**config.mk**
```make
export PLATFORM = sky130hd
export DESIGN_NAME = dispatch_unit
export DESIGN_NICKNAME = d
export VERILOG_FILES = /design/src/common/window_cfg_pkg.sv /design/src/common/alu_ops_pkg.sv /design/src/issue_window/dispatch_unit.sv
export SDC_FILE = /design/constraint.sdc
export NUM_CORES = 1
export LEC_CHECK = 0
export ABC_AREA = 1
export ABC_CLOCK_PERIOD_IN_PS = 900
export BUFFER_PORTS_ARGS = -buffer_cell sky130_fd_sc_hd__buf_2
export CAP_MARGIN = 20
export CORE_UTILIZATION = 29
export DETAILED_ROUTE_END_ITERATION = 10
export PLACE_DENSITY_LB_ADDON = 0.25
export RECOVER_POWER = 25
export SYNTH_ARGS = -nofsm -noshare
export SYNTH_HDL_FRONTEND = slang
export SYNTH_SLANG_ARGS = --single-unit
```
**constraint.sdc**
```tcl
create_clock -name vclk -period 0.9
set_input_delay 0.135 -clock vclk [all_inputs]
set_output_delay 0.135 -clock vclk [all_outputs]
set_load 0.05 [all_outputs]
```
**src/common/window_cfg_pkg.sv**
```systemverilog
package window_cfg_pkg;

    // datapath width
    localparam int data_width = 32;

    // 64 physical registers
    localparam int tag_width = 6;

    typedef logic [data_width-1:0] data_t;
    typedef logic [tag_width-1:0]  tag_t;

endpackage

```
**src/common/alu_ops_pkg.sv**
```systemverilog
package alu_ops_pkg;

    // integer alu operations, risc-v semantics
    typedef enum logic [3:0] {
        alu_add    = 4'd0,
        alu_sub    = 4'd1,
        alu_and    = 4'd2,
        alu_or     = 4'd3,
        alu_xor    = 4'd4,
        alu_sll    = 4'd5,
        alu_srl    = 4'd6,
        alu_sra    = 4'd7,
        alu_slt    = 4'd8,
        alu_sltu   = 4'd9,
        alu_pass_b = 4'd10
    } alu_op_t;

    // second source field, read as an immediate word or as a register tag
    typedef union packed {
        window_cfg_pkg::data_t imm;
        struct packed {
            logic [window_cfg_pkg::data_width-window_cfg_pkg::tag_width-1:0] pad;
            window_cfg_pkg::tag_t                                             tag;
        } rf;
    } src2_u;

endpackage

```
**src/issue_window/dispatch_unit.sv**
```systemverilog
`timescale 1ns/1ns

module dispatch_unit #(
    parameter int num_entries = 8
) (
    input  logic                   clk,
    input  logic                   reset,
    input  logic                   dispatch_valid,
    input  alu_ops_pkg::alu_op_t   dispatch_op,
    input  window_cfg_pkg::tag_t   dispatch_dest,
    input  window_cfg_pkg::tag_t   dispatch_src1,
    input  alu_ops_pkg::src2_u     dispatch_src2,
    input  logic                   dispatch_src2_is_imm,
    input  logic                   src1_ready,
    input  logic                   src2_ready,
    input  logic                   result_valid,
    input  window_cfg_pkg::tag_t   result_tag,
    input  logic [num_entries-1:0] entry_busy,
    output window_cfg_pkg::tag_t   rd_tag1,
    output window_cfg_pkg::tag_t   rd_tag2,
    output logic                   clear_ready,
    output logic [num_entries-1:0] fill_sel,
    output alu_ops_pkg::alu_op_t   fill_op,
    output window_cfg_pkg::tag_t   fill_dest,
    output window_cfg_pkg::tag_t   fill_src1,
    output alu_ops_pkg::src2_u     fill_src2,
    output logic                   fill_src2_is_imm,
    output logic                   fill_rdy1,
    output logic                   fill_rdy2,
    output logic                   window_full
);

    logic [num_entries-1:0] free_sel;
    logic                   accept;
    logic                   hit1;
    logic                   hit2;

    // lowest clear bit of the busy vector, zero when all busy
    assign free_sel    = ~entry_busy & (entry_busy + 1'b1);
    assign window_full = &entry_busy;
    assign accept      = dispatch_valid && !window_full;

    assign fill_sel    = accept ? free_sel : '0;
    assign clear_ready = accept; // new producer pending on dest

    // readiness lookup for both sources
    assign rd_tag1 = dispatch_src1;
    assign rd_tag2 = dispatch_src2.rf.tag;

    // result written this edge is not yet visible in the ready bits
    assign hit1 = result_valid && (result_tag == dispatch_src1);
    assign hit2 = result_valid && (result_tag == dispatch_src2.rf.tag);

    assign fill_rdy1 = src1_ready || hit1;
    assign fill_rdy2 = dispatch_src2_is_imm || src2_ready || hit2;

    assign fill_op          = dispatch_op;
    assign fill_dest        = dispatch_dest;
    assign fill_src1        = dispatch_src1;
    assign fill_src2        = dispatch_src2;
    assign fill_src2_is_imm = dispatch_src2_is_imm;

    // source must hold off while full, no back-pressure otherwise
    a_no_dispatch_when_full: assert property (
        @(posedge clk) disable iff (reset) dispatch_valid |-> !window_full
    );

endmodule

```
==> flow_summary.toml <==
[cells_and_area]
design.final.nets = 249
n_clock_buffer = 0
final.fill_count = 281
post-route-cell-area_um2 = 1368
fraction_of_layout_cells_with_a_size_suffix_above_1_pct = 71.35
n_antenna_cell = 0
finalNonFillerCells = 209
design.seq.count = 0
top_library_cells_by_usage_in_the_layout_fill_and_taps_aside = "buf_2, nand2_1, buf_6"
flow.area_growth_from_synthesis_pct = 60.50
final-seq-area_um2 = 0
mostFrequentLayoutCell = "buf_2"
final_core_util_pct = 49.17

[global_route]
globalRouteOverflowTotal = 0
maximum_number_of_pins_on_one_net_before_global_route_repair = 5
groute.usage.overall_pct = 13.22
antenna_violations_before_repair = 0
wire_length_of_the_first_global_routing_pass_um = 3505
first_global_vias = 889

[die]
die_y_um = 56.21
fp.dieW_um = 56.21
floorplan.initialDensity_pct = 30.63
area_of_the_die_um2 = 3159
floorplan.core_area_um2 = 2781
core.rowCount = 19
num_io_pins = 142

[detailed_routing]
drt-initial-drc-count = 9
wl_per_cell_um = 10.31
detail_route.drc_violations = 0
dr_total_vias = 887
drt_pre_antenna_iters = 3
detail_route.wirelength_um = 2154
avgViaCountPerCell = 4.244
detail-route-antenna-nets = 0

[synthesis]
netlist_instances = 154
post_synth.cell_area_avg_um2 = 5.533
yosys.area_share.simple_pct = 33.63
synth_xor_xnor_area_share_pct = 0
synth-adder-area-share_pct = 0
synth-seq-area-share_pct = 0
synth_compound_area_share_pct = 2.056
synth_warnings = 0
syn-cell-area_um2 = 852.1
mappedNetlistNets = 223
mux_cell_area_share_after_synthesis_pct = 0
largest_family_of_logic_cells_by_synthesized_area = "buffers and inverters"
yosysUniqueCellTypes = 15

[placement]
postPlaceCellArea_um2 = 1107
gp_routability_congestion = 0.7930
place.port_buffers = 68
dpl.hpwl_um = 1857
dp_cells = 209

[sta]
setup_ws_ps = -227.8
setup_total_negative_slack_ps = -1771
rsz_0062_raised_after_global_routing = "true"
timing.final.max_slew_violations = 0
max_freq_mhz = 886.7
finalCritPeriodShare_pct = 125.3
slew_at_the_pin_with_the_worst_max_slew_slack_ps = 258.7
period_needed_ps = 1128
final.hold.worst_slack_ps = 270.0
maxSlewHeadroom_pct = 82.87
finalHoldViolations = 0
setup_violations = 12

[power]
cellPowerDensity_nw_per_um2 = 585.3
power.leakage_nw = 0.7457
vdd_drop_max_mv = 0.3546

[critical_path]
critical_path_capture_point_type = "output port"
arrival_ps = 990
critical_path_peak_fanout = 3
start_kind = "primary input"
critPathKind = "primary input to output port"
cp-startpoint = "entry_busy[7]"
critical_path_required_ps = 760

[run_status]
violations = "negative setup slack"
status = "finished with violations"

[flow_run]
drv_cap = 0

[cts]
ctsHoldBuffers = 0
cts_post_setup_buffers_inserted = 0

[hold_path]
hold_class = "primary input to output port"
hp-start = "dispatch_dest[5]"
-- per-layer routing --
layer | part of all wire, % | global-route usage (%)
met3 | 12 | 4.186
met5 | 0 | 0
met1 | 27 | 10.39
met4 | 4.1 | 5.575
met2 | 57 | 28.23
-- what timing repair did --
action | in CTS | in global routing
endpoints found under the hold margin | 0 | 0
resized for setup | 69 | 11
pin swaps | 26 | 11
setup endpoints to repair | 12 | 12
-- layout make-up --
cell class	instances	area, um^2	share of cell area (%)
inverters	24	121.4	8.875
well taps	31	38.79	2.836
multi-input cells	69	498.0	36.41
repair buffers	85	709.4	51.88
-- cell families (layout without fill, tap and decap cells) --
| logic type | count (synthesis) | after routing |
|---|---|---|
| compound gates | 3 | 3 |
| simple gates | 66 | 66 |
| buf+inv | 85 | 109 |
-- report_power, final --
part	switching [mW]	leakage [nW]	total (mW)	internal, mW
registers	0	0	0	0
clock network	0	0	0	0
logic	0.490	0.746	0.800	0.310
total	0.490	0.746	0.800	0.310
-- critical path: stages --
cell and delay, ps:
buf_2 120, nand2_4 70, nor2_4 50, nand2_4 70, nand2_8 80, buf_12 140
nor3_4 150, buf_6 170
-- per-stage QoR --
step | total power [mW] | worst slack (ps)
6_report | 0.8004 | -227.8
5_1_grt | 0.8474 | -287.6
4_1_cts | 0.7937 | -240.1
3_5_place_dp | 0.6908 | -385.3
3_3_place_gp | 0.6849 | -358.3
2_1_floorplan | 0.9328 | -171.9
-- cells in the mapped netlist (all sizes together) --
library cell  count  area share, %
inv              24             11
o21ai             1           0.59
o21bai            1           0.88
nor2             14            7.0
a21oi             1           0.59
nand2            42             20
or2               1           0.73
nor3              4            2.3
nand3             5            3.5
buf              61             54
-- worst paths after layout --
| check | endpoint | slack [ps] | cells past startpoint |
|---|---|---|---|
| worst max-delay path | fill_sel[7] | -230 | 8 |
| worst min-delay path | fill_dest[5] | 270 | 0 |
Note: power is estimated with default switching activity, not from simulation.
