<file path="config.mk">
export PLATFORM = sky130hd
export DESIGN_NAME = phys_reg_file
export DESIGN_NICKNAME = d
export VERILOG_FILES = /design/src/common/window_cfg_pkg.sv /design/src/verilog/phys_reg_file.sv
export SDC_FILE = /design/constraint.sdc
export NUM_CORES = 2
export LEC_CHECK = 0
export BUFFER_PORTS_ARGS = -buffer_cell sky130_fd_sc_hd__buf_2
export CELL_PAD_IN_SITES_DETAIL_PLACEMENT = 1
export CELL_PAD_IN_SITES_GLOBAL_PLACEMENT = 1
export CORE_MARGIN = 2
export CORE_UTILIZATION = 55
export CTS_CLUSTER_DIAMETER = 40
export DETAILED_ROUTE_END_ITERATION = 10
export PLACE_DENSITY = 0.79
export RECOVER_POWER = 25
export SETUP_SLACK_MARGIN = 0.1
export SYNTH_ARGS = -nofsm -noshare
export SYNTH_HDL_FRONTEND = slang
export SYNTH_SLANG_ARGS = --single-unit
export TNS_END_PERCENT = 100
</file>
<file path="constraint.sdc">
create_clock -name clk -period 5.45 [get_ports clk]
set_input_delay 0.8175 -clock clk [delete_from_list [all_inputs] [get_ports clk]]
set_output_delay 0.8175 -clock clk [all_outputs]
set_load 0.02 [all_outputs]
</file>
<file path="src/common/window_cfg_pkg.sv">
package window_cfg_pkg;

    // datapath width
    localparam int data_width = 32;

    // 64 physical registers
    localparam int tag_width = 6;

    typedef logic [data_width-1:0] data_t;
    typedef logic [tag_width-1:0]  tag_t;

endpackage

</file>
<file path="src/verilog/phys_reg_file.sv">
`timescale 1ns/1ns

module phys_reg_file #(
    parameter int num_phys = 64
) (
    input  logic                  clk,
    input  logic                  reset,
    input  window_cfg_pkg::tag_t  rd_tag1,
    input  window_cfg_pkg::tag_t  rd_tag2,
    output window_cfg_pkg::data_t rd_data1,
    output window_cfg_pkg::data_t rd_data2,
    input  window_cfg_pkg::tag_t  rdy_tag1,
    input  window_cfg_pkg::tag_t  rdy_tag2,
    output logic                  src1_ready,
    output logic                  src2_ready,
    input  logic                  clear_ready,
    input  window_cfg_pkg::tag_t  clear_tag,
    input  logic                  wr_valid,
    input  window_cfg_pkg::tag_t  wr_tag,
    input  window_cfg_pkg::data_t wr_data
);

    import window_cfg_pkg::*;

    data_t               regs [num_phys];
    logic [num_phys-1:0] ready;

    always_ff @(posedge clk) begin
        if (reset) begin
            ready <= '1; // every tag starts committed
            for (int i = 0; i < num_phys; i++) begin
                regs[i] <= '0;
            end
        end else begin
            if (wr_valid) begin
                regs[wr_tag]  <= wr_data;
                ready[wr_tag] <= 1'b1;
            end
            // a new producer on the same tag wins over write-back
            if (clear_ready) begin
                ready[clear_tag] <= 1'b0;
            end
        end
    end

    assign rd_data1 = regs[rd_tag1];
    assign rd_data2 = regs[rd_tag2];

    assign src1_ready = ready[rdy_tag1];
    assign src2_ready = ready[rdy_tag2];

    // write-back only lands on a tag left pending by a dispatch
    a_wr_pending: assert property (
        @(posedge clk) disable iff (reset) wr_valid |-> !ready[wr_tag]
    );

endmodule

</file>
==> impl_metrics.json <==
{
  "post_drt_via_cell_ratio": 7.60,
  "pwr_density_nw_per_um2": 368,
  "cts-root-buf": "sky130_fd_sc_hd__clkbuf_16",
  "synth_top_family_by_area": "multiplexers",
  "core.rowCount": 166,
  "area_overhead_of_the_layout_relative_to_synthesis_pct": 15.1,
  "hold_viol": 0,
  "number_of_antenna_violations_at_the_first_check_in_global_routing": 47,
  "post-cts-setup-buffers": 0,
  "grt_first_pass_wirelength_um": 630000,
  "clock_insertion_delay_worst_skew_ps": 990,
  "netlist_area_sq_um": 113000,
  "worst_ep_arrival_time_ps": 4570,
  "number_of_instances_in_the_synthesized_netlist": 7122,
  "htree_num_levels": 5,
  "first_pass_iters": 6,
  "tritoncts_num_sinks": 2112,
  "synth_simple_gate_area_share_pct": 12.6,
  "dominantRegCellSynth": "sky130_fd_sc_hd__edfxtp_1",
  "cts_resized": 0,
  "cts.clk_slew.worst_paths_ps": 50,
  "synth.mux.area_fraction_pct": 26.5,
  "maxSlewHeadroom_pct": -168,
  "initial_util_pct": 55.2,
  "drive_gt1_share_pct": 31.7,
  "power.leakage_nw": 44.4,
  "irDropWorstVdd_mv": 0.390,
  "maxCapViolations": 45,
  "floorplan.die_area_sq_um": 208000,
  "synthDistinctLibCells": 38,
  "ys.warnings.count": 0,
  "async_reset_ff_share_pct": 0,
  "core_area_sq_um": 204000,
  "floorplan.die.width_um": 457,
  "synth.net_count": 7194,
  "postCtsHoldBufs": 0,
  "hp-class": "input pin to register",
  "min_period_over_period_pct": 98.8,
  "timing.clock.skew_ps": 0,
  "cp.required_ps": 4630,
  "failing_checks": "capacitance limit, slew limit",
  "routed_wl_um": 455000,
  "grt_max_degree": 93,
  "unrepaired_setup_endpoints_after_global_routing": "no",
  "synth_xor_xnor_area_share_pct": 0,
  "ios": 138,
  "antenna_violating_nets_post_route": 0,
  "cts-root-to-sink-buffers": 4,
  "cp-end-kind": "output port",
  "grt_pass1_vias": 80600,
  "cts_inserted_buffers": 356,
  "compound_cell_area_share_of_the_yosys_netlist_pct": 2.17,
  "final.min_clock_period_ps": 5380,
  "ys_seq_area_share_pct": 55.7,
  "synth_adder_area_share_pct": 0,
  "setup_viol": 0,
  "cts_tree": "yes",
  "drc_errors": 0,
  "route.detailed.wl_per_inst_um": 44.6,
  "worst_slew_pin_slew_ps": 4020,
  "fin_tns_setup_ps": 0,
  "count_of_flip_flops_with_a_built_in_enable_after_synthesis": 2048,
  "fin_util_pct": 63.5,
  "final_count_of_pins_violating_max_slew": 1318,
  "routed-via-count": 77500,
  "syn-mean-instance-area_sq_um": 15.8,
  "grt_use_total_pct": 43.6,
  "criticalPathCategory": "input pin to output port",
  "max_freq_mhz": 186,
  "die_y_um": 457,
  "worst_setup_path_start_kind": "input pin",
  "status": "finished with violations",
  "ys_ff_latch": 2112,
  "detailedPlacementHpwl_um": 268000,
  "buffer_ports.inserted": 137,
  "globalplace.congestion": 0.921,
  "globalRouteOverflowTotal": 0,
  "final_nets": 7283,
  "detailedRoute.firstIterationViolations": 13900,
  "critical_path_peak_fanout": 24
}
[layout make-up]
type | instances | area [sq um]
clock buffers | 396 | 9210
fillers | 17500 | 74600
multi-input cells | 4217 | 47100
flip-flops and latches | 2112 | 62800
diodes | 32 | 80.1
clock inverters | 234 | 2730
well taps | 2688 | 3360
repair buffers | 524 | 4280
[critical path, stage by stage]
cell and delay (ps):
sky130_fd_sc_hd__buf_8 290, sky130_fd_sc_hd__buf_12 290, sky130_fd_sc_hd__buf_12 240, sky130_fd_sc_hd__buf_4 370, sky130_fd_sc_hd__mux4_2 330, sky130_fd_sc_hd__mux2i_1 80
sky130_fd_sc_hd__a22oi_1 700, sky130_fd_sc_hd__nand2_1 380, sky130_fd_sc_hd__a21oi_1 590, sky130_fd_sc_hd__buf_4 210, sky130_fd_sc_hd__buf_2 160
[cells in the mapped netlist, types with 53 or more instances]
master                     number  area share [%]
sky130_fd_sc_hd__o21bai_1      64            0.43
sky130_fd_sc_hd__nor2_1       123            0.41
sky130_fd_sc_hd__nand2_1      109            0.36
sky130_fd_sc_hd__buf_1         65            0.22
sky130_fd_sc_hd__mux2i_1      241             2.1
sky130_fd_sc_hd__o22ai_1       59            0.33
sky130_fd_sc_hd__and2_1      2053              11
sky130_fd_sc_hd__edfxtp_1    2048              55
sky130_fd_sc_hd__clkbuf_1     538             1.8
sky130_fd_sc_hd__dfxtp_1       64             1.1
sky130_fd_sc_hd__mux4_2      1175              23
sky130_fd_sc_hd__buf_2        141            0.63
sky130_fd_sc_hd__a21oi_1      112            0.50
sky130_fd_sc_hd__mux2_2        53            0.53
[cell families after synthesis]
family | Yosys count
DFF | 2112
and+or+nand+nor | 2368
AOI/OAI and AO/OA | 367
buffers and inverters | 793
muxes | 1482
[per-layer routing]
metal	GRT usage, %	up-vias	wire (um)
met2	64.1	7712	200000
met4	31.7	28	40800
met3	14.5	1912	68700
met5	0.390	-	300
li1	-	27900	-
met1	54.2	40000	145000
[flip-flops by register name, summed over array words and instances (netlist names)]
name	flops
ready	64
regs	2048
[final timing paths]
check	cells past startpoint	to	startpoint	slack [ps]
setup / recovery	11	rd_data2[0]	rd_tag2[0]	70
hold / removal	3	ready[52]$_SDFF_PP1_	clear_tag[1]	260
setup reg to reg	2	ready[6]$_SDFF_PP1_	ready[6]$_SDFF_PP1_	4710
hold reg to reg	1	ready[22]$_SDFF_PP1_	ready[22]$_SDFF_PP1_	510
[power by group]
group	internal, mW	switching, mW	total, mW
logic	2.09	3.31	5.40
registers	18.7	0.536	19.2
clock network	14.4	8.59	23.0
total	35.2	12.4	47.6
[per-stage QoR]
step / setup WS [ps] / total power [mW] / hold slack [ps] / std cells / cell area, sq um
after floorplan: 1780 / 22.3 / 467 / 7122 / 113000
after CTS: 209 / 47.4 / 218 / 10200 / 130000
after detailed placement: 209 / 24.6 / 493 / 9540 / 118000
final: 65.9 / 47.6 / 256 / 10200 / 130000
after global routing: 133 / 48.3 / 290 / 10200 / 130000
after global placement: 233 / 24.4 / 477 / 9540 / 118000
[cell usage in the layout, fill, tap and decap left out, drive strengths merged, types with 20 or more instances in the layout]
master and count:
and2 2053, edfxtp 2048, mux4 1188, buf 474, clkbuf 446, mux2i 241
nor2 123, a21oi 112, nand2 109, clkinv 88, dfxtp 64, o21bai 64
o22ai 59, inv 57, mux2 53, a22oi 46, o211ai 46, bufinv 46
clkinvlp 43, diode 32, nor2b 20
No activity file was read; power rests on OpenSTA's default activity.
