[src/common/window_cfg_pkg.sv]
package window_cfg_pkg;

    // datapath width
    localparam int data_width = 32;

    // 64 physical registers
    localparam int tag_width = 6;

    typedef logic [data_width-1:0] data_t;
    typedef logic [tag_width-1:0]  tag_t;

endpackage

[src/common/alu_ops_pkg.sv]
package alu_ops_pkg;

    // integer alu operations, risc-v semantics
    typedef enum logic [3:0] {
        alu_add    = 4'd0,
        alu_sub    = 4'd1,
        alu_and    = 4'd2,
        alu_or     = 4'd3,
        alu_xor    = 4'd4,
        alu_sll    = 4'd5,
        alu_srl    = 4'd6,
        alu_sra    = 4'd7,
        alu_slt    = 4'd8,
        alu_sltu   = 4'd9,
        alu_pass_b = 4'd10
    } alu_op_t;

    // second source field, read as an immediate word or as a register tag
    typedef union packed {
        window_cfg_pkg::data_t imm;
        struct packed {
            logic [window_cfg_pkg::data_width-window_cfg_pkg::tag_width-1:0] pad;
            window_cfg_pkg::tag_t                                             tag;
        } rf;
    } src2_u;

endpackage

[src/issue_window/rs_entry.sv]
`timescale 1ns/1ns

module rs_entry (
    input  logic                 clk,
    input  logic                 reset,
    input  logic                 fill,
    input  alu_ops_pkg::alu_op_t fill_op,
    input  window_cfg_pkg::tag_t fill_dest,
    input  window_cfg_pkg::tag_t fill_src1,
    input  alu_ops_pkg::src2_u   fill_src2,
    input  logic                 fill_src2_is_imm,
    input  logic                 fill_rdy1,
    input  logic                 fill_rdy2,
    input  logic                 result_valid,
    input  window_cfg_pkg::tag_t result_tag,
    input  logic                 grant,
    output logic                 busy,
    output logic                 request,
    output alu_ops_pkg::alu_op_t op,
    output window_cfg_pkg::tag_t dest,
    output window_cfg_pkg::tag_t src1,
    output alu_ops_pkg::src2_u   src2,
    output logic                 src2_is_imm
);

    logic rdy1;
    logic rdy2;
    logic wake1;
    logic wake2;

    // broadcast match on the waiting tags
    assign wake1 = result_valid && (result_tag == src1);
    assign wake2 = result_valid && (result_tag == src2.rf.tag);

    assign request = busy && rdy1 && rdy2;

    always_ff @(posedge clk) begin
        if (reset) begin
            busy <= 1'b0;
            rdy1 <= 1'b0;
            rdy2 <= 1'b0;
        end else if (fill) begin
            busy <= 1'b1;
            rdy1 <= fill_rdy1;
            rdy2 <= fill_rdy2;
        end else if (busy) begin
            if (grant) begin
                busy <= 1'b0; // slot free next cycle
            end
            if (wake1) begin
                rdy1 <= 1'b1;
            end
            if (wake2) begin
                rdy2 <= 1'b1; // already set for immediates
            end
        end
    end

    // operation payload
    always_ff @(posedge clk) begin
        if (fill) begin
            op          <= fill_op;
            dest        <= fill_dest;
            src1        <= fill_src1;
            src2        <= fill_src2;
            src2_is_imm <= fill_src2_is_imm;
        end
    end

    // dispatch only targets empty slots
    a_fill_when_free: assert property (
        @(posedge clk) disable iff (reset) fill |-> !busy
    );

endmodule

[config.mk]
export PLATFORM = sky130hd
export DESIGN_NAME = rs_entry
export DESIGN_NICKNAME = d
export VERILOG_FILES = /design/src/common/window_cfg_pkg.sv /design/src/common/alu_ops_pkg.sv /design/src/issue_window/rs_entry.sv
export SDC_FILE = /design/constraint.sdc
export NUM_CORES = 1
export LEC_CHECK = 0
export BUFFER_PORTS_ARGS = -buffer_cell sky130_fd_sc_hd__buf_4
export CAP_MARGIN = 20
export CORE_AREA = 4 4 65 91
export CTS_CLUSTER_DIAMETER = 200
export DETAILED_ROUTE_END_ITERATION = 10
export DIE_AREA = 0 0 69 95
export GPL_TIMING_DRIVEN = 0
export HOLD_SLACK_MARGIN = 0.1
export PLACE_DENSITY = 0.75
export SYNTH_ARGS = -nofsm -noshare
export SYNTH_HDL_FRONTEND = slang
export SYNTH_SLANG_ARGS = --single-unit
[constraint.sdc]
create_clock -name clk -period 1.4 [get_ports clk]
set_input_delay 0.21 -clock clk [delete_from_list [all_inputs] [get_ports clk]]
set_output_delay 0.21 -clock clk [all_outputs]
set_load 0.02 [all_outputs]
==> out/metrics.csv <==
stage;metric;value;unit
run_status;status;finished, final reports clean;
synthesis;yosys.area_share.xor_xnor;6.08;%
drt;dr.pass1.iters;4;
synthesis;synth_warnings;0;
critical_path;worstPathCellList;and3_1 > buf_4;
synthesis;ys_seq_elements;52;
critical_path;cp_max_fo;4;
floorplanning;io-pin-count;113;
power_and_ir_drop;p_per_area;1040;mW/mm2
synthesis;synth-seq-area-share;88.6;%
floorplanning;fp.dieH;95;um
critical_path;crit_path_end;request;
sta;rsz0062_at_grt;no;
synthesis;synth-compound-area-share;2.03;%
clock_tree;ctsRootBufferMaster;clkbuf_8;
critical_path;r2r_start;src2[0];
sta;skew;0.00346;ns
power_and_ir_drop;irDropWorstVdd;699;uV
critical_path;cp_slowest_cell;dfxtp_1;
floorplanning;dieWidth;69;um
global_routing;antenna_found_initial;0;
hold_path;hp-class;primary input to flip-flop;
critical_path;end_kind;output pin;
power_and_ir_drop;p_sw;806;uW
critical_path;rr_worst_depth;3;
global_routing;grt_max_degree;53;
sta;tightest_slew;0.635;ns
layout;nFillCells;381;
clock_tree;cts_made_buffers;5;
drt;ant_nets;0;
floorplanning;start_util;33.8;%
critical_path;cp.required;1.19;ns
drt;drc_errors;0;
clock_tree;cts_sinks;52;
layout;drive_above_1_share;48.6;%
layout;stdcell_count;313;
job;drv_cap;0;
sta;min_period_over_period;85.3;%
global_routing;grt.overflow.total;0;
floorplanning;rows;31;
floorplanning;core-area;0.00512;mm2
synthesis;synthCells;77;
placed_design;io_buffer_count;112;
critical_path;critPathArrivalTime;0.98;ns
global_routing;grt_first_pass_wirelength;7.36;mm
global_routing;grt_pass1_vias;1402;
synthesis;synth_cell_types;12;
power_and_ir_drop;power_frac_seq;56.2;%
critical_path;path_class;flip-flop to output pin;
drt;initialDrtViolationCount;50;
clock_tree;tritoncts;built;
power_and_ir_drop;p_clk_share;24.0;%
placed_design;place_ws;-0.0327;ns
floorplanning;fp.dieArea;0.00656;mm2
sta;fin_tns_setup;0;ns
power_and_ir_drop;leakage;0.00136;uW
layout;nets;308;
critical_path;startpoint;busy;
sta;fmax;0.837;GHz
placed_design;place_inst;255;
drt;vias_per_cell;4.32;
synthesis;syn_area_per_cell;22.5;um2
critical_path;rrSetupSlack;0.39;ns
sta;slew_headroom;57.6;%
clock_tree;path_clk_slew;0.09;ns
clock_tree;clk_latency;0.30;ns
power_and_ir_drop;switching_share;24.0;%
placed_design;gp_congestion;0.925;
clock_tree;cts_resized;0;
critical_path;r2r-end;rdy2;
critical_path;max_stage_delay;0.39;ns
global_routing;track_usage;15.1;%
drt;avgRoutedWirePerCell;15.1;um
clock_tree;postCtsSetupRepairBufs;0;
sta;holdWs;0.165;ns
sta;hold_violations;0;
sta;setup_viol;0;
synthesis;syn_area;0.00173;mm2
synthesis;synth_top_family_by_area;XOR/XNOR gates;
clock_tree;htree_levels;2;
clock_tree;hold_buffers;50;
power_and_ir_drop;power_frac_comb;19.9;%
drt;vias;1351;
power_and_ir_drop;p_int;2550;uW
critical_path;cp-start-kind;flip-flop;
sta;post-route-min-period;1.19;ns
sta;setup_ws;0.205;ns
hold_path;min-delay-start;grant;
layout;area_growth;87.4;%
synthesis;synthesis.nets;139;
layout;n_antenna_cell;0;
synthesis;synth_mux_area_share;1.16;%
sta;drv_slew;0;
drt;finalWirelength;4.74;mm
clock_tree;clockBufferDepth;2;
synthesis;yosys.area_share.adder;0;%
synthesis;synthSimpleGateAreaFrac;1.95;%
## how the worst min path moves through the flow
stage / end / cells past startpoint
after floorplan: busy / 1
after global placement: src2[10] / 1
after detailed placement: src2[10] / 1
after CTS: busy / 3
after global routing: busy / 3
final: busy / 3
## cells by family (layout without fill, tap and decap cells)
| family | after synthesis | in the layout |
|---|---|---|
| flip-flops | 52 | 52 |
| XOR/XNOR | 12 | 12 |
| buffers and inverters | 1 | 171 |
| AO/OA/AOI/OAI | 5 | 5 |
| AND/OR/NAND/NOR | 5 | 5 |
| multiplexers | 2 | 2 |
## flip-flops by register name, summed over array words and instances, names as in the netlist
signal	flops
src2_is_imm	1
dest	6
rdy1	1
busy	1
src2	32
rdy2	1
op	4
src1	6
## synthesized netlist by cell type
master     number  area, um2
a21oi_1         1       5.00
and3_1          1       6.26
and3b_1         1       8.76
dfxtp_1         3       60.1
edfxtp_1       49       1470
inv_1           1       3.75
mux2i_1         2       20.0
nand2b_1        1       6.26
nand4_1         2       12.5
o2111ai_1       2       17.5
o22ai_1         2       12.5
xnor2_1        12        105
## cells in the final DEF (no fill, tap or decap), types with 2 or more instances in the layout
cell | Yosys | layout
mux2i_1 | 2 | 2
dlygate4sd3_1 | 0 | 50
xnor2_1 | 12 | 12
clkbuf_8 | 0 | 5
edfxtp_1 | 49 | 49
clkinv_2 | 0 | 2
dfxtp_1 | 3 | 3
o22ai_1 | 2 | 2
nand4_1 | 2 | 2
buf_4 | 0 | 112
o2111ai_1 | 2 | 2
## metal layers
metal | routed length, um | track usage, % | vias to the layer above
li1 | - | - | 636
met2 | 2380 | 25.0 | 92
met5 | 0 | 0 | -
met1 | 1770 | 16.6 | 616
met4 | 83 | 5.70 | 0
met3 | 508 | 7.45 | 7
## area by class of cell
cell class	count	area (um2)	share of cell area [%]
clock buffers	5	68.8	2.12
clock inverters	3	18.8	0.579
inverters	1	3.75	0.116
multi-input cells	24	194	5.98
flip-flops and latches	52	1530	47.3
well taps	66	82.6	2.55
repair buffers	162	1340	41.4
## per-stage QoR
step / power [uW] / area (um2) / util [%]
after global placement: 2470 / 2650 / 51.8
after detailed placement: 2470 / 2650 / 51.8
after global routing: 3520 / 3240 / 63.3
after CTS: 3400 / 3240 / 63.3
final: 3360 / 3240 / 63.3
after floorplan: 2120 / 1730 / -
## power groups by stage
| stage | Clock (uW) | Combinational [uW] | Sequential (uW) |
|---|---|---|---|
| 2_1_floorplan | 0 | 49.4 | 2070 |
| 3_3_place_gp | 0 | 551 | 1920 |
| 3_5_place_dp | 0 | 554 | 1920 |
| 4_1_cts | 845 | 669 | 1880 |
| 5_1_grt | 912 | 708 | 1900 |
| 6_report | 805 | 667 | 1890 |
## critical path: cells and delay by family (launching register included)
kind          cells  cell delay (ns)
flops             1             0.39
simple gates      1             0.17
buf+inv           1             0.13
(Power assumes the default switching activity.)
