[src/common/window_cfg_pkg.sv]
package window_cfg_pkg;

    // datapath width
    localparam int data_width = 32;

    // 64 physical registers
    localparam int tag_width = 6;

    typedef logic [data_width-1:0] data_t;
    typedef logic [tag_width-1:0]  tag_t;

endpackage

[src/common/alu_ops_pkg.sv]
package alu_ops_pkg;

    // integer alu operations, risc-v semantics
    typedef enum logic [3:0] {
        alu_add    = 4'd0,
        alu_sub    = 4'd1,
        alu_and    = 4'd2,
        alu_or     = 4'd3,
        alu_xor    = 4'd4,
        alu_sll    = 4'd5,
        alu_srl    = 4'd6,
        alu_sra    = 4'd7,
        alu_slt    = 4'd8,
        alu_sltu   = 4'd9,
        alu_pass_b = 4'd10
    } alu_op_t;

    // second source field, read as an immediate word or as a register tag
    typedef union packed {
        window_cfg_pkg::data_t imm;
        struct packed {
            logic [window_cfg_pkg::data_width-window_cfg_pkg::tag_width-1:0] pad;
            window_cfg_pkg::tag_t                                             tag;
        } rf;
    } src2_u;

endpackage

[src/issue_window/issue_select.sv]
`timescale 1ns/1ns

module issue_select #(
    parameter int num_entries = 8
) (
    input  logic                   clk,
    input  logic                   reset,
    input  logic [num_entries-1:0] request,
    input  alu_ops_pkg::alu_op_t   op [num_entries],
    input  window_cfg_pkg::tag_t   dest [num_entries],
    input  window_cfg_pkg::tag_t   src1 [num_entries],
    input  alu_ops_pkg::src2_u     src2 [num_entries],
    input  logic [num_entries-1:0] src2_is_imm,
    output logic [num_entries-1:0] grant,
    output window_cfg_pkg::tag_t   rd_tag1,
    output window_cfg_pkg::tag_t   rd_tag2,
    input  window_cfg_pkg::data_t  rd_data1,
    input  window_cfg_pkg::data_t  rd_data2,
    output logic                   result_valid,
    output window_cfg_pkg::tag_t   result_tag,
    output window_cfg_pkg::data_t  result_value
);

    import window_cfg_pkg::*;
    import alu_ops_pkg::*;

    localparam int idx_w = (num_entries > 1) ? $clog2(num_entries) : 1;

    logic [idx_w-1:0] sel;
    alu_op_t          sel_op;
    src2_u            sel_src2;
    data_t            opa;
    data_t            opb;
    data_t            alu_out;

    // lowest requesting entry wins
    assign grant = request & (~request + 1'b1);

    always_comb begin
        sel = '0;
        for (int i = 0; i < num_entries; i++) begin
            if (grant[i]) begin
                sel = idx_w'(i);
            end
        end
    end

    assign sel_op   = op[sel];
    assign sel_src2 = src2[sel];

    assign rd_tag1 = src1[sel];
    assign rd_tag2 = sel_src2.rf.tag;

    assign opa = rd_data1;
    assign opb = src2_is_imm[sel] ? sel_src2.imm : rd_data2;

    always_comb begin
        case (sel_op)
            alu_add:    alu_out = opa + opb;
            alu_sub:    alu_out = opa - opb;
            alu_and:    alu_out = opa & opb;
            alu_or:     alu_out = opa | opb;
            alu_xor:    alu_out = opa ^ opb;
            alu_sll:    alu_out = opa << opb[4:0];
            alu_srl:    alu_out = opa >> opb[4:0];
            alu_sra:    alu_out = $signed(opa) >>> opb[4:0];
            alu_slt:    alu_out = {31'd0, $signed(opa) < $signed(opb)};
            alu_sltu:   alu_out = {31'd0, opa < opb};
            alu_pass_b: alu_out = opb;
            default:    alu_out = '0;
        endcase
    end

    // broadcast register, also the write-back port
    always_ff @(posedge clk) begin
        if (reset) begin
            result_valid <= 1'b0;
        end else begin
            result_valid <= |request;
        end
    end

    always_ff @(posedge clk) begin
        result_tag   <= dest[sel];
        result_value <= alu_out;
    end

    // a granted entry has freed itself and cannot issue twice
    a_no_reissue: assert property (
        @(posedge clk) disable iff (reset) (grant != '0) |=> ((request & $past(grant)) == '0)
    );

endmodule

[config.mk]
export PLATFORM = sky130hd
export DESIGN_NAME = issue_select
export DESIGN_NICKNAME = d
export VERILOG_FILES = /design/src/common/window_cfg_pkg.sv /design/src/common/alu_ops_pkg.sv /design/src/issue_window/issue_select.sv
export SDC_FILE = /design/constraint.sdc
export NUM_CORES = 1
export LEC_CHECK = 0
export ABC_AREA = 1
export BUFFER_PORTS_ARGS = -buffer_cell sky130_fd_sc_hd__buf_4
export CAP_MARGIN = 30
export CORE_AREA = 3 3 205 207
export CTS_BUF_LIST = sky130_fd_sc_hd__clkbuf_16
export DETAILED_ROUTE_END_ITERATION = 10
export DIE_AREA = 0 0 208 210
export PLACE_DENSITY = 0.58
export SKIP_LAST_GASP = 1
export SYNTH_ARGS = -nofsm -noshare
export SYNTH_HDL_FRONTEND = slang
export SYNTH_SLANG_ARGS = --single-unit
[constraint.sdc]
create_clock -name clk -period 10.9 [get_ports clk]
set_input_delay 1.635 -clock clk [delete_from_list [all_inputs] [get_ports clk]]
set_output_delay 1.635 -clock clk [all_outputs]
set_load 0.01 [all_outputs]
==> results of run 1 <==
-- per-layer routing --
layer	routed length [um]	part of all wire, %
met1	37200	41
met2	39100	43
met3	11200	12
met4	4270	4.6
met5	111	0.12
-- report_power, final --
part | total [mW] | switching, mW | internal [mW]
clock | 0.197 | 0.0880 | 0.109
sequential | 0.221 | 0.0297 | 0.192
combinational | 1.64 | 1.10 | 0.543
total | 2.06 | 1.21 | 0.844
-- sequential cells by signal (all words and copies together), names as in the netlist --
register      cells
result_tag        6
result_valid      1
result_value     32
-- worst max-delay path, delay by kind of cell --
| kind | cells | cell delay (ns) |
|---|---|---|
| and+or+nand+nor | 17 | 2.88 |
| buffers and inverters | 9 | 2.25 |
| adders and majority gates | 1 | 0.48 |
| AOI/OAI and AO/OA | 4 | 0.86 |
-- kinds of logic (layout without fill, tap and decap cells) --
family	Yosys count	after routing	synth area share [%]
compound gates	435	435	17.5
fa+ha+maj	100	100	8.89
xor+xnor	26	26	1.60
simple gates	1709	1709	53.4
buf+inv	421	795	13.2
other cells	0	5	0
flops	39	39	5.48
-- through the flow --
| step | utilization, % | hold WS [ns] |
|---|---|---|
| global route | 44.9 | 1.51 |
| global placement | 44.5 | 1.85 |
| floorplan | - | 1.70 |
| CTS | 44.9 | 1.52 |
| detailed placement | 44.5 | 1.85 |
| finish | 44.9 | 1.52 |
-- cell usage in the layout (no fill, tap or decap), drive strengths merged, types with 2 or more instances in the layout --
cell and n:
o21bai 4, o21ai 181, diode 5, nor2 229, inv 245, nand4 25
dfxtp 39, fa 2, o221ai 2, nand2 780, a21oi 123, o2111ai 2
clkinv 4, o21a 7, o211ai 45, xor2 26, nor4 2, o22ai 31
a31oi 22, o2bb2ai 3, nand3b 9, ha 98, o311ai 2, buf 540
nand3 604, or2 32, clkbuf 5, a21boi 5, nor3 25, o31ai 3
-- final cells by class --
class | count | area [um^2]
multi-input combinational | 2270 | 11600
clock buffer | 5 | 125
antenna | 5 | 12.5
fill | 4554 | 22300
clock inverter | 3 | 43.8
inverter | 247 | 935
timing repair buffer | 540 | 4050
sequential | 39 | 781
tap | 532 | 666
-- worst min path at each step --
| stage | depth (start not counted) | slack [ns] | to | startpoint |
|---|---|---|---|---|
| floorplan | 1 | 1.70 | result_valid | reset |
| global placement | 2 | 1.85 | result_valid | reset |
| detailed placement | 2 | 1.85 | result_valid | reset |
| CTS | 2 | 1.52 | result_valid | reset |
| global route | 2 | 1.51 | result_valid | reset |
| finish | 2 | 1.52 | result_valid | reset |
-- synthesized netlist by cell type, drive strengths merged, types with 7 or more instances --
library cell,instances
o21a,7
o22ai,31
nand3b,9
clkbuf,48
nand4,25
o21ai,181
buf,126
xor2,26
a21oi,123
a31oi,22
inv,245
nand3,604
dfxtp,39
or2,32
nand2,780
nor3,25
o211ai,45
ha,98
nor2,229
==> flow_results.xml, run 1 <==
<?xml version="1.0" encoding="UTF-8"?>
<metrics>
  <group name="logic_synthesis">
    <metric name="syn_area_per_cell" unit="um^2">5.22</metric>
    <metric name="syn-instance-count" unit="">2730</metric>
    <metric name="ys.flop_type" unit="">sky130_fd_sc_hd__dfxtp_1</metric>
    <metric name="synth_largest_type_area_fraction" unit="%">21.0</metric>
    <metric name="netlist_area" unit="mm^2">0.0142</metric>
    <metric name="synthesis.nets" unit="">3296</metric>
    <metric name="ys_async_sr_fraction" unit="%">0</metric>
    <metric name="synthesized_flop_and_latch_total" unit="">39</metric>
    <metric name="synth_area_leader_cell" unit="">sky130_fd_sc_hd__nand3_1</metric>
    <metric name="ys_seq_area_share" unit="%">5.48</metric>
    <metric name="yosys_warnings" unit="">0</metric>
    <metric name="top_post_synthesis_cells_by_area" unit="">sky130_fd_sc_hd__nand3_1, sky130_fd_sc_hd__nand2_1, sky130_fd_sc_hd__ha_1, sky130_fd_sc_hd__inv_1, sky130_fd_sc_hd__nor2_1</metric>
    <metric name="synth_edf_count" unit="">0</metric>
    <metric name="synth_cell_types" unit="">58</metric>
  </group>
  <group name="worst_setup_path">
    <metric name="launching_element_type_of_the_critical_path" unit="">input pin</metric>
    <metric name="cp_slowest_stage_delay" unit="ns">0.78</metric>
    <metric name="crit_arrival" unit="ns">8.24</metric>
    <metric name="startpoint" unit="">request[3]</metric>
    <metric name="timing.critical_path.fanout_max" unit="">88</metric>
    <metric name="required" unit="ns">11.09</metric>
    <metric name="most_frequent_cp_cell" unit="">sky130_fd_sc_hd__nand2_1</metric>
    <metric name="endpoint_kind" unit="">flop</metric>
    <metric name="path_class" unit="">input pin to flop</metric>
    <metric name="slowest_stage" unit="">sky130_fd_sc_hd__buf_4</metric>
    <metric name="worst_setup_path_endpoint" unit="">result_value[27]</metric>
  </group>
  <group name="route">
    <metric name="detailroute.via_count" unit="">21494</metric>
    <metric name="drt_first_iter_violations" unit="">3125</metric>
    <metric name="via_per_inst" unit="">5.90</metric>
    <metric name="drtPass1Iterations" unit="">6</metric>
    <metric name="route.detailed.wl_per_inst" unit="um">25.2</metric>
    <metric name="drt.antenna.violating_nets" unit="">0</metric>
    <metric name="remaining_drc_errors" unit="">0</metric>
    <metric name="wl" unit="mm">91.8</metric>
  </group>
  <group name="die">
    <metric name="coreArea" unit="mm^2">0.0406</metric>
    <metric name="initial_standard_cell_utilization_of_the_core" unit="%">35.1</metric>
    <metric name="die_h" unit="um">210</metric>
    <metric name="dieWidth" unit="um">208</metric>
    <metric name="design.portCount" unit="">525</metric>
    <metric name="die_area" unit="mm^2">0.0437</metric>
    <metric name="num_rows" unit="">74</metric>
  </group>
  <group name="grt">
    <metric name="grt_remaining_overflow" unit="">0</metric>
    <metric name="vias_in_the_first_global_route" unit="">20105</metric>
    <metric name="groute.layer.met3.usage" unit="%">12.1</metric>
    <metric name="grt_pass1_wl" unit="mm">131</metric>
    <metric name="antenna_found_initial" unit="">9</metric>
    <metric name="grt_max_degree" unit="">126</metric>
    <metric name="grt.total_usage" unit="%">39.6</metric>
    <metric name="grt-busiest-layer" unit="">met2</metric>
    <metric name="globalRouteMet2Util" unit="%">61.4</metric>
    <metric name="met1_layer_usage_reported_by_global_route" unit="%">52.0</metric>
  </group>
  <group name="pwr">
    <metric name="leakage" unit="nW">9.58</metric>
    <metric name="ir_drop" unit="uV">63.9</metric>
    <metric name="p_total" unit="mW">2.06</metric>
    <metric name="p_per_area" unit="mW/mm^2">113</metric>
  </group>
  <group name="clocking">
    <metric name="cts_made_buffers" unit="">5</metric>
    <metric name="ctsResizeCount" unit="">0</metric>
    <metric name="clock_tree.htree_level_count" unit="">2</metric>
    <metric name="clock_tree.buffer_depth" unit="">2</metric>
    <metric name="numClockSinks" unit="">39</metric>
    <metric name="cts_tree" unit="">done</metric>
    <metric name="cts.hold.buffers_added" unit="">0</metric>
    <metric name="post-cts-setup-buffer-count" unit="">0</metric>
    <metric name="cts.clk_slew.worst_paths" unit="ns">0.08</metric>
    <metric name="clock-root-buffer" unit="">sky130_fd_sc_hd__clkbuf_16</metric>
  </group>
  <group name="layout">
    <metric name="layout-area-overhead-vs-synth" unit="%">27.9</metric>
    <metric name="nets" unit="">3669</metric>
    <metric name="finish.cell_count_without_fillers" unit="">3641</metric>
    <metric name="design_area" unit="mm^2">0.0182</metric>
    <metric name="final_layout_size_suffix_gt1_share" unit="%">20.6</metric>
  </group>
  <group name="placement">
    <metric name="dp_cells" unit="">3628</metric>
    <metric name="placement.cell_area" unit="mm^2">0.0180</metric>
    <metric name="hpwl" unit="mm">75.9</metric>
    <metric name="last_weighted_congestion_value_of_the_routability_driven_placer" unit="">1.02</metric>
    <metric name="port_buffers" unit="">524</metric>
    <metric name="place_ws" unit="ns">2.85</metric>
  </group>
  <group name="sta">
    <metric name="final_setup_violation_count" unit="">0</metric>
    <metric name="setup_ws" unit="ns">2.84</metric>
    <metric name="slew_headroom" unit="%">35.4</metric>
    <metric name="period_utilization" unit="%">73.9</metric>
    <metric name="tightestPinTransition" unit="ns">0.967</metric>
    <metric name="rsz0062_at_grt" unit="">no</metric>
    <metric name="layout_min_cycle_time" unit="ns">8.06</metric>
    <metric name="setup-tns-final" unit="ns">0</metric>
    <metric name="finalHoldViolations" unit="">0</metric>
    <metric name="timing.final.max_slew_violations" unit="">0</metric>
    <metric name="fmax" unit="MHz">124</metric>
  </group>
  <group name="worst_hold_path">
    <metric name="hp-class" unit="">input pin to flop</metric>
  </group>
  <group name="flow_run">
    <metric name="max-cap-violations" unit="">0</metric>
  </group>
  <group name="run_status">
    <metric name="outcome" unit="">finished clean</metric>
  </group>
</metrics>
(Power assumes the default switching activity.)
==> run 2, diff against run 1 <==
==> constraint.sdc (replaced) <==
create_clock -name clk -period 8.29 [get_ports clk]
set_input_delay 1.2435 -clock clk [delete_from_list [all_inputs] [get_ports clk]]
set_output_delay 1.2435 -clock clk [all_outputs]
set_load 0.01 [all_outputs]
==> run 2 against run 1 <==
  * Worst setup slack got worse by 2.0 ns
  * Worst hold slack got worse by 0.38 ns
  * Via count increased by 0.24%
  * Final area increased by 0.34%
  * Sequential share of layout area about the same
  * Count of clock-buffer cells in the layout unchanged
  * Total power increased by 33%
  * Die area unchanged
  * Critical endpoint unchanged
  * Largest cell class unchanged
==> flow_results.xml, run 2 (same netlist as run 1, synthesis figures left out) <==
<?xml version="1.0" encoding="UTF-8"?>
<metrics>
  <group name="run_status">
    <metric name="outcome" unit="">finished clean</metric>
  </group>
  <group name="grt">
    <metric name="grt_max_degree" unit="">123</metric>
    <metric name="grt.total_usage" unit="%">40.2</metric>
    <metric name="grt_pass1_wl" unit="mm">132</metric>
    <metric name="antenna_found_initial" unit="">9</metric>
    <metric name="grt_remaining_overflow" unit="">0</metric>
    <metric name="vias_in_the_first_global_route" unit="">20015</metric>
  </group>
  <group name="die">
    <metric name="initial_standard_cell_utilization_of_the_core" unit="%">35.1</metric>
    <metric name="die_h" unit="um">210</metric>
    <metric name="die_area" unit="mm^2">0.0437</metric>
    <metric name="coreArea" unit="mm^2">0.0406</metric>
    <metric name="design.portCount" unit="">525</metric>
    <metric name="dieWidth" unit="um">208</metric>
    <metric name="num_rows" unit="">74</metric>
  </group>
  <group name="worst_setup_path">
    <metric name="required" unit="ns">8.50</metric>
    <metric name="cp_slowest_stage_delay" unit="ns">0.66</metric>
    <metric name="timing.critical_path.fanout_max" unit="">118</metric>
    <metric name="cp.depth" unit="">30</metric>
    <metric name="cp_num_buf_inv" unit="">9</metric>
    <metric name="launching_element_type_of_the_critical_path" unit="">input pin</metric>
    <metric name="slowest_stage" unit="">sky130_fd_sc_hd__inv_6</metric>
    <metric name="endpoint_kind" unit="">flop</metric>
    <metric name="most_frequent_cp_cell" unit="">sky130_fd_sc_hd__nand2_1</metric>
    <metric name="worst_setup_path_endpoint" unit="">result_value[27]</metric>
    <metric name="worst_path_dominant_cell_family" unit="">simple AND/OR/NAND/NOR gates</metric>
    <metric name="path_class" unit="">input pin to flop</metric>
    <metric name="startpoint" unit="">request[3]</metric>
    <metric name="crit_arrival" unit="ns">7.66</metric>
  </group>
  <group name="clocking">
    <metric name="cts.clk_slew.worst_paths" unit="ns">0.08</metric>
    <metric name="cts.hold.buffers_added" unit="">0</metric>
    <metric name="ctsResizeCount" unit="">0</metric>
    <metric name="clock_tree.htree_level_count" unit="">2</metric>
    <metric name="clock_tree.buffer_depth" unit="">2</metric>
    <metric name="clock-root-buffer" unit="">sky130_fd_sc_hd__clkbuf_16</metric>
    <metric name="cts_tree" unit="">done</metric>
    <metric name="numClockSinks" unit="">39</metric>
    <metric name="cts_made_buffers" unit="">5</metric>
    <metric name="post-cts-setup-buffer-count" unit="">0</metric>
  </group>
  <group name="route">
    <metric name="wl" unit="mm">93.5</metric>
    <metric name="drtPass1Iterations" unit="">8</metric>
    <metric name="route.detailed.wl_per_inst" unit="um">25.6</metric>
    <metric name="via_per_inst" unit="">5.91</metric>
    <metric name="detailroute.via_count" unit="">21546</metric>
    <metric name="remaining_drc_errors" unit="">0</metric>
    <metric name="drt_first_iter_violations" unit="">3077</metric>
    <metric name="drt.antenna.violating_nets" unit="">0</metric>
  </group>
  <group name="pwr">
    <metric name="ir_drop" unit="uV">70.3</metric>
    <metric name="leakage" unit="nW">9.61</metric>
    <metric name="p_per_area" unit="mW/mm^2">150</metric>
  </group>
  <group name="sta">
    <metric name="layout_min_cycle_time" unit="ns">7.46</metric>
    <metric name="rsz0062_at_grt" unit="">no</metric>
    <metric name="slew_headroom" unit="%">34.9</metric>
    <metric name="final_setup_violation_count" unit="">0</metric>
    <metric name="finalHoldWorstSlack" unit="ns">1.14</metric>
    <metric name="period_utilization" unit="%">89.9</metric>
    <metric name="finalHoldViolations" unit="">0</metric>
    <metric name="fmax" unit="MHz">134</metric>
    <metric name="setup-tns-final" unit="ns">0</metric>
    <metric name="timing.final.max_slew_violations" unit="">0</metric>
    <metric name="tightestPinTransition" unit="ns">0.967</metric>
  </group>
  <group name="layout">
    <metric name="largestRegisters" unit="">result_value (32), result_tag (6), result_valid (1)</metric>
    <metric name="largest_register_ff_count" unit="">32</metric>
    <metric name="layout-area-overhead-vs-synth" unit="%">28.3</metric>
    <metric name="final_layout_size_suffix_gt1_share" unit="%">20.7</metric>
    <metric name="mostFrequentLayoutCells" unit="">sky130_fd_sc_hd__nand2_1, sky130_fd_sc_hd__nand3_1, sky130_fd_sc_hd__buf_4, sky130_fd_sc_hd__inv_1, sky130_fd_sc_hd__nor2_1</metric>
    <metric name="final_core_utilization" unit="%">45.1</metric>
    <metric name="design_area" unit="mm^2">0.0183</metric>
    <metric name="nets" unit="">3675</metric>
    <metric name="regMostFlops" unit="">result_value</metric>
    <metric name="most_common_library_cell_in_the_layout_ignoring_fill_and_taps" unit="">sky130_fd_sc_hd__nand2_1</metric>
    <metric name="finish.cell_count_without_fillers" unit="">3644</metric>
  </group>
  <group name="worst_hold_path">
    <metric name="hold_path.startpoint" unit="">reset</metric>
    <metric name="hp-class" unit="">input pin to flop</metric>
  </group>
  <group name="placement">
    <metric name="dp_cells" unit="">3634</metric>
    <metric name="placement.cell_area" unit="mm^2">0.0181</metric>
    <metric name="port_buffers" unit="">524</metric>
    <metric name="last_weighted_congestion_value_of_the_routability_driven_placer" unit="">1.04</metric>
    <metric name="hpwl" unit="mm">76.8</metric>
  </group>
  <group name="flow_run">
    <metric name="max-cap-violations" unit="">0</metric>
  </group>
</metrics>
run 2: cell count changes in the layout (fill, tap and decap cells not counted):
cell / change
sky130_fd_sc_hd__buf_12: +2
sky130_fd_sc_hd__diode_2: -3
sky130_fd_sc_hd__buf_4: +4
run 2: final cells by class:
class                      count  area [um^2]
clock buffer                   5          125
sequential                    39          781
timing repair buffer         546         4120
inverter                     247          935
tap                          532          666
antenna                        2         5.00
multi-input combinational   2270        11600
clock inverter                 3         43.8
fill                        4549        22300
run 2: worst min-delay path by stage:
stage | endpoint | slack (ns) | cells after the start
floorplan | result_valid | 1.31 | 1
global placement | result_valid | 1.48 | 2
detailed placement | result_valid | 1.48 | 2
CTS | result_valid | 1.14 | 2
global route | result_valid | 1.15 | 2
finish | result_valid | 1.14 | 2
run 2: metrics by stage:
step | setup slack (ns) | power [mW]
floorplan | 2.92 | 1.58
global placement | 0.781 | 2.41
detailed placement | 0.856 | 2.41
CTS | 1.20 | 2.67
global route | 0.592 | 2.90
finish | 0.833 | 2.74
run 2: layer usage:
metal  routed length, um  vias up  track usage, %
met3               11900      166            13.4
met2               40900     1340            63.8
met5                  76        -               0
li1                    -     9870               -
met4                3550       12            12.3
met1               37000    10158            51.9
run 2: power by group:
group          switching, mW  internal (mW)
combinational           1.46          0.723
sequential            0.0387          0.252
clock                  0.117          0.143
total                   1.62           1.12
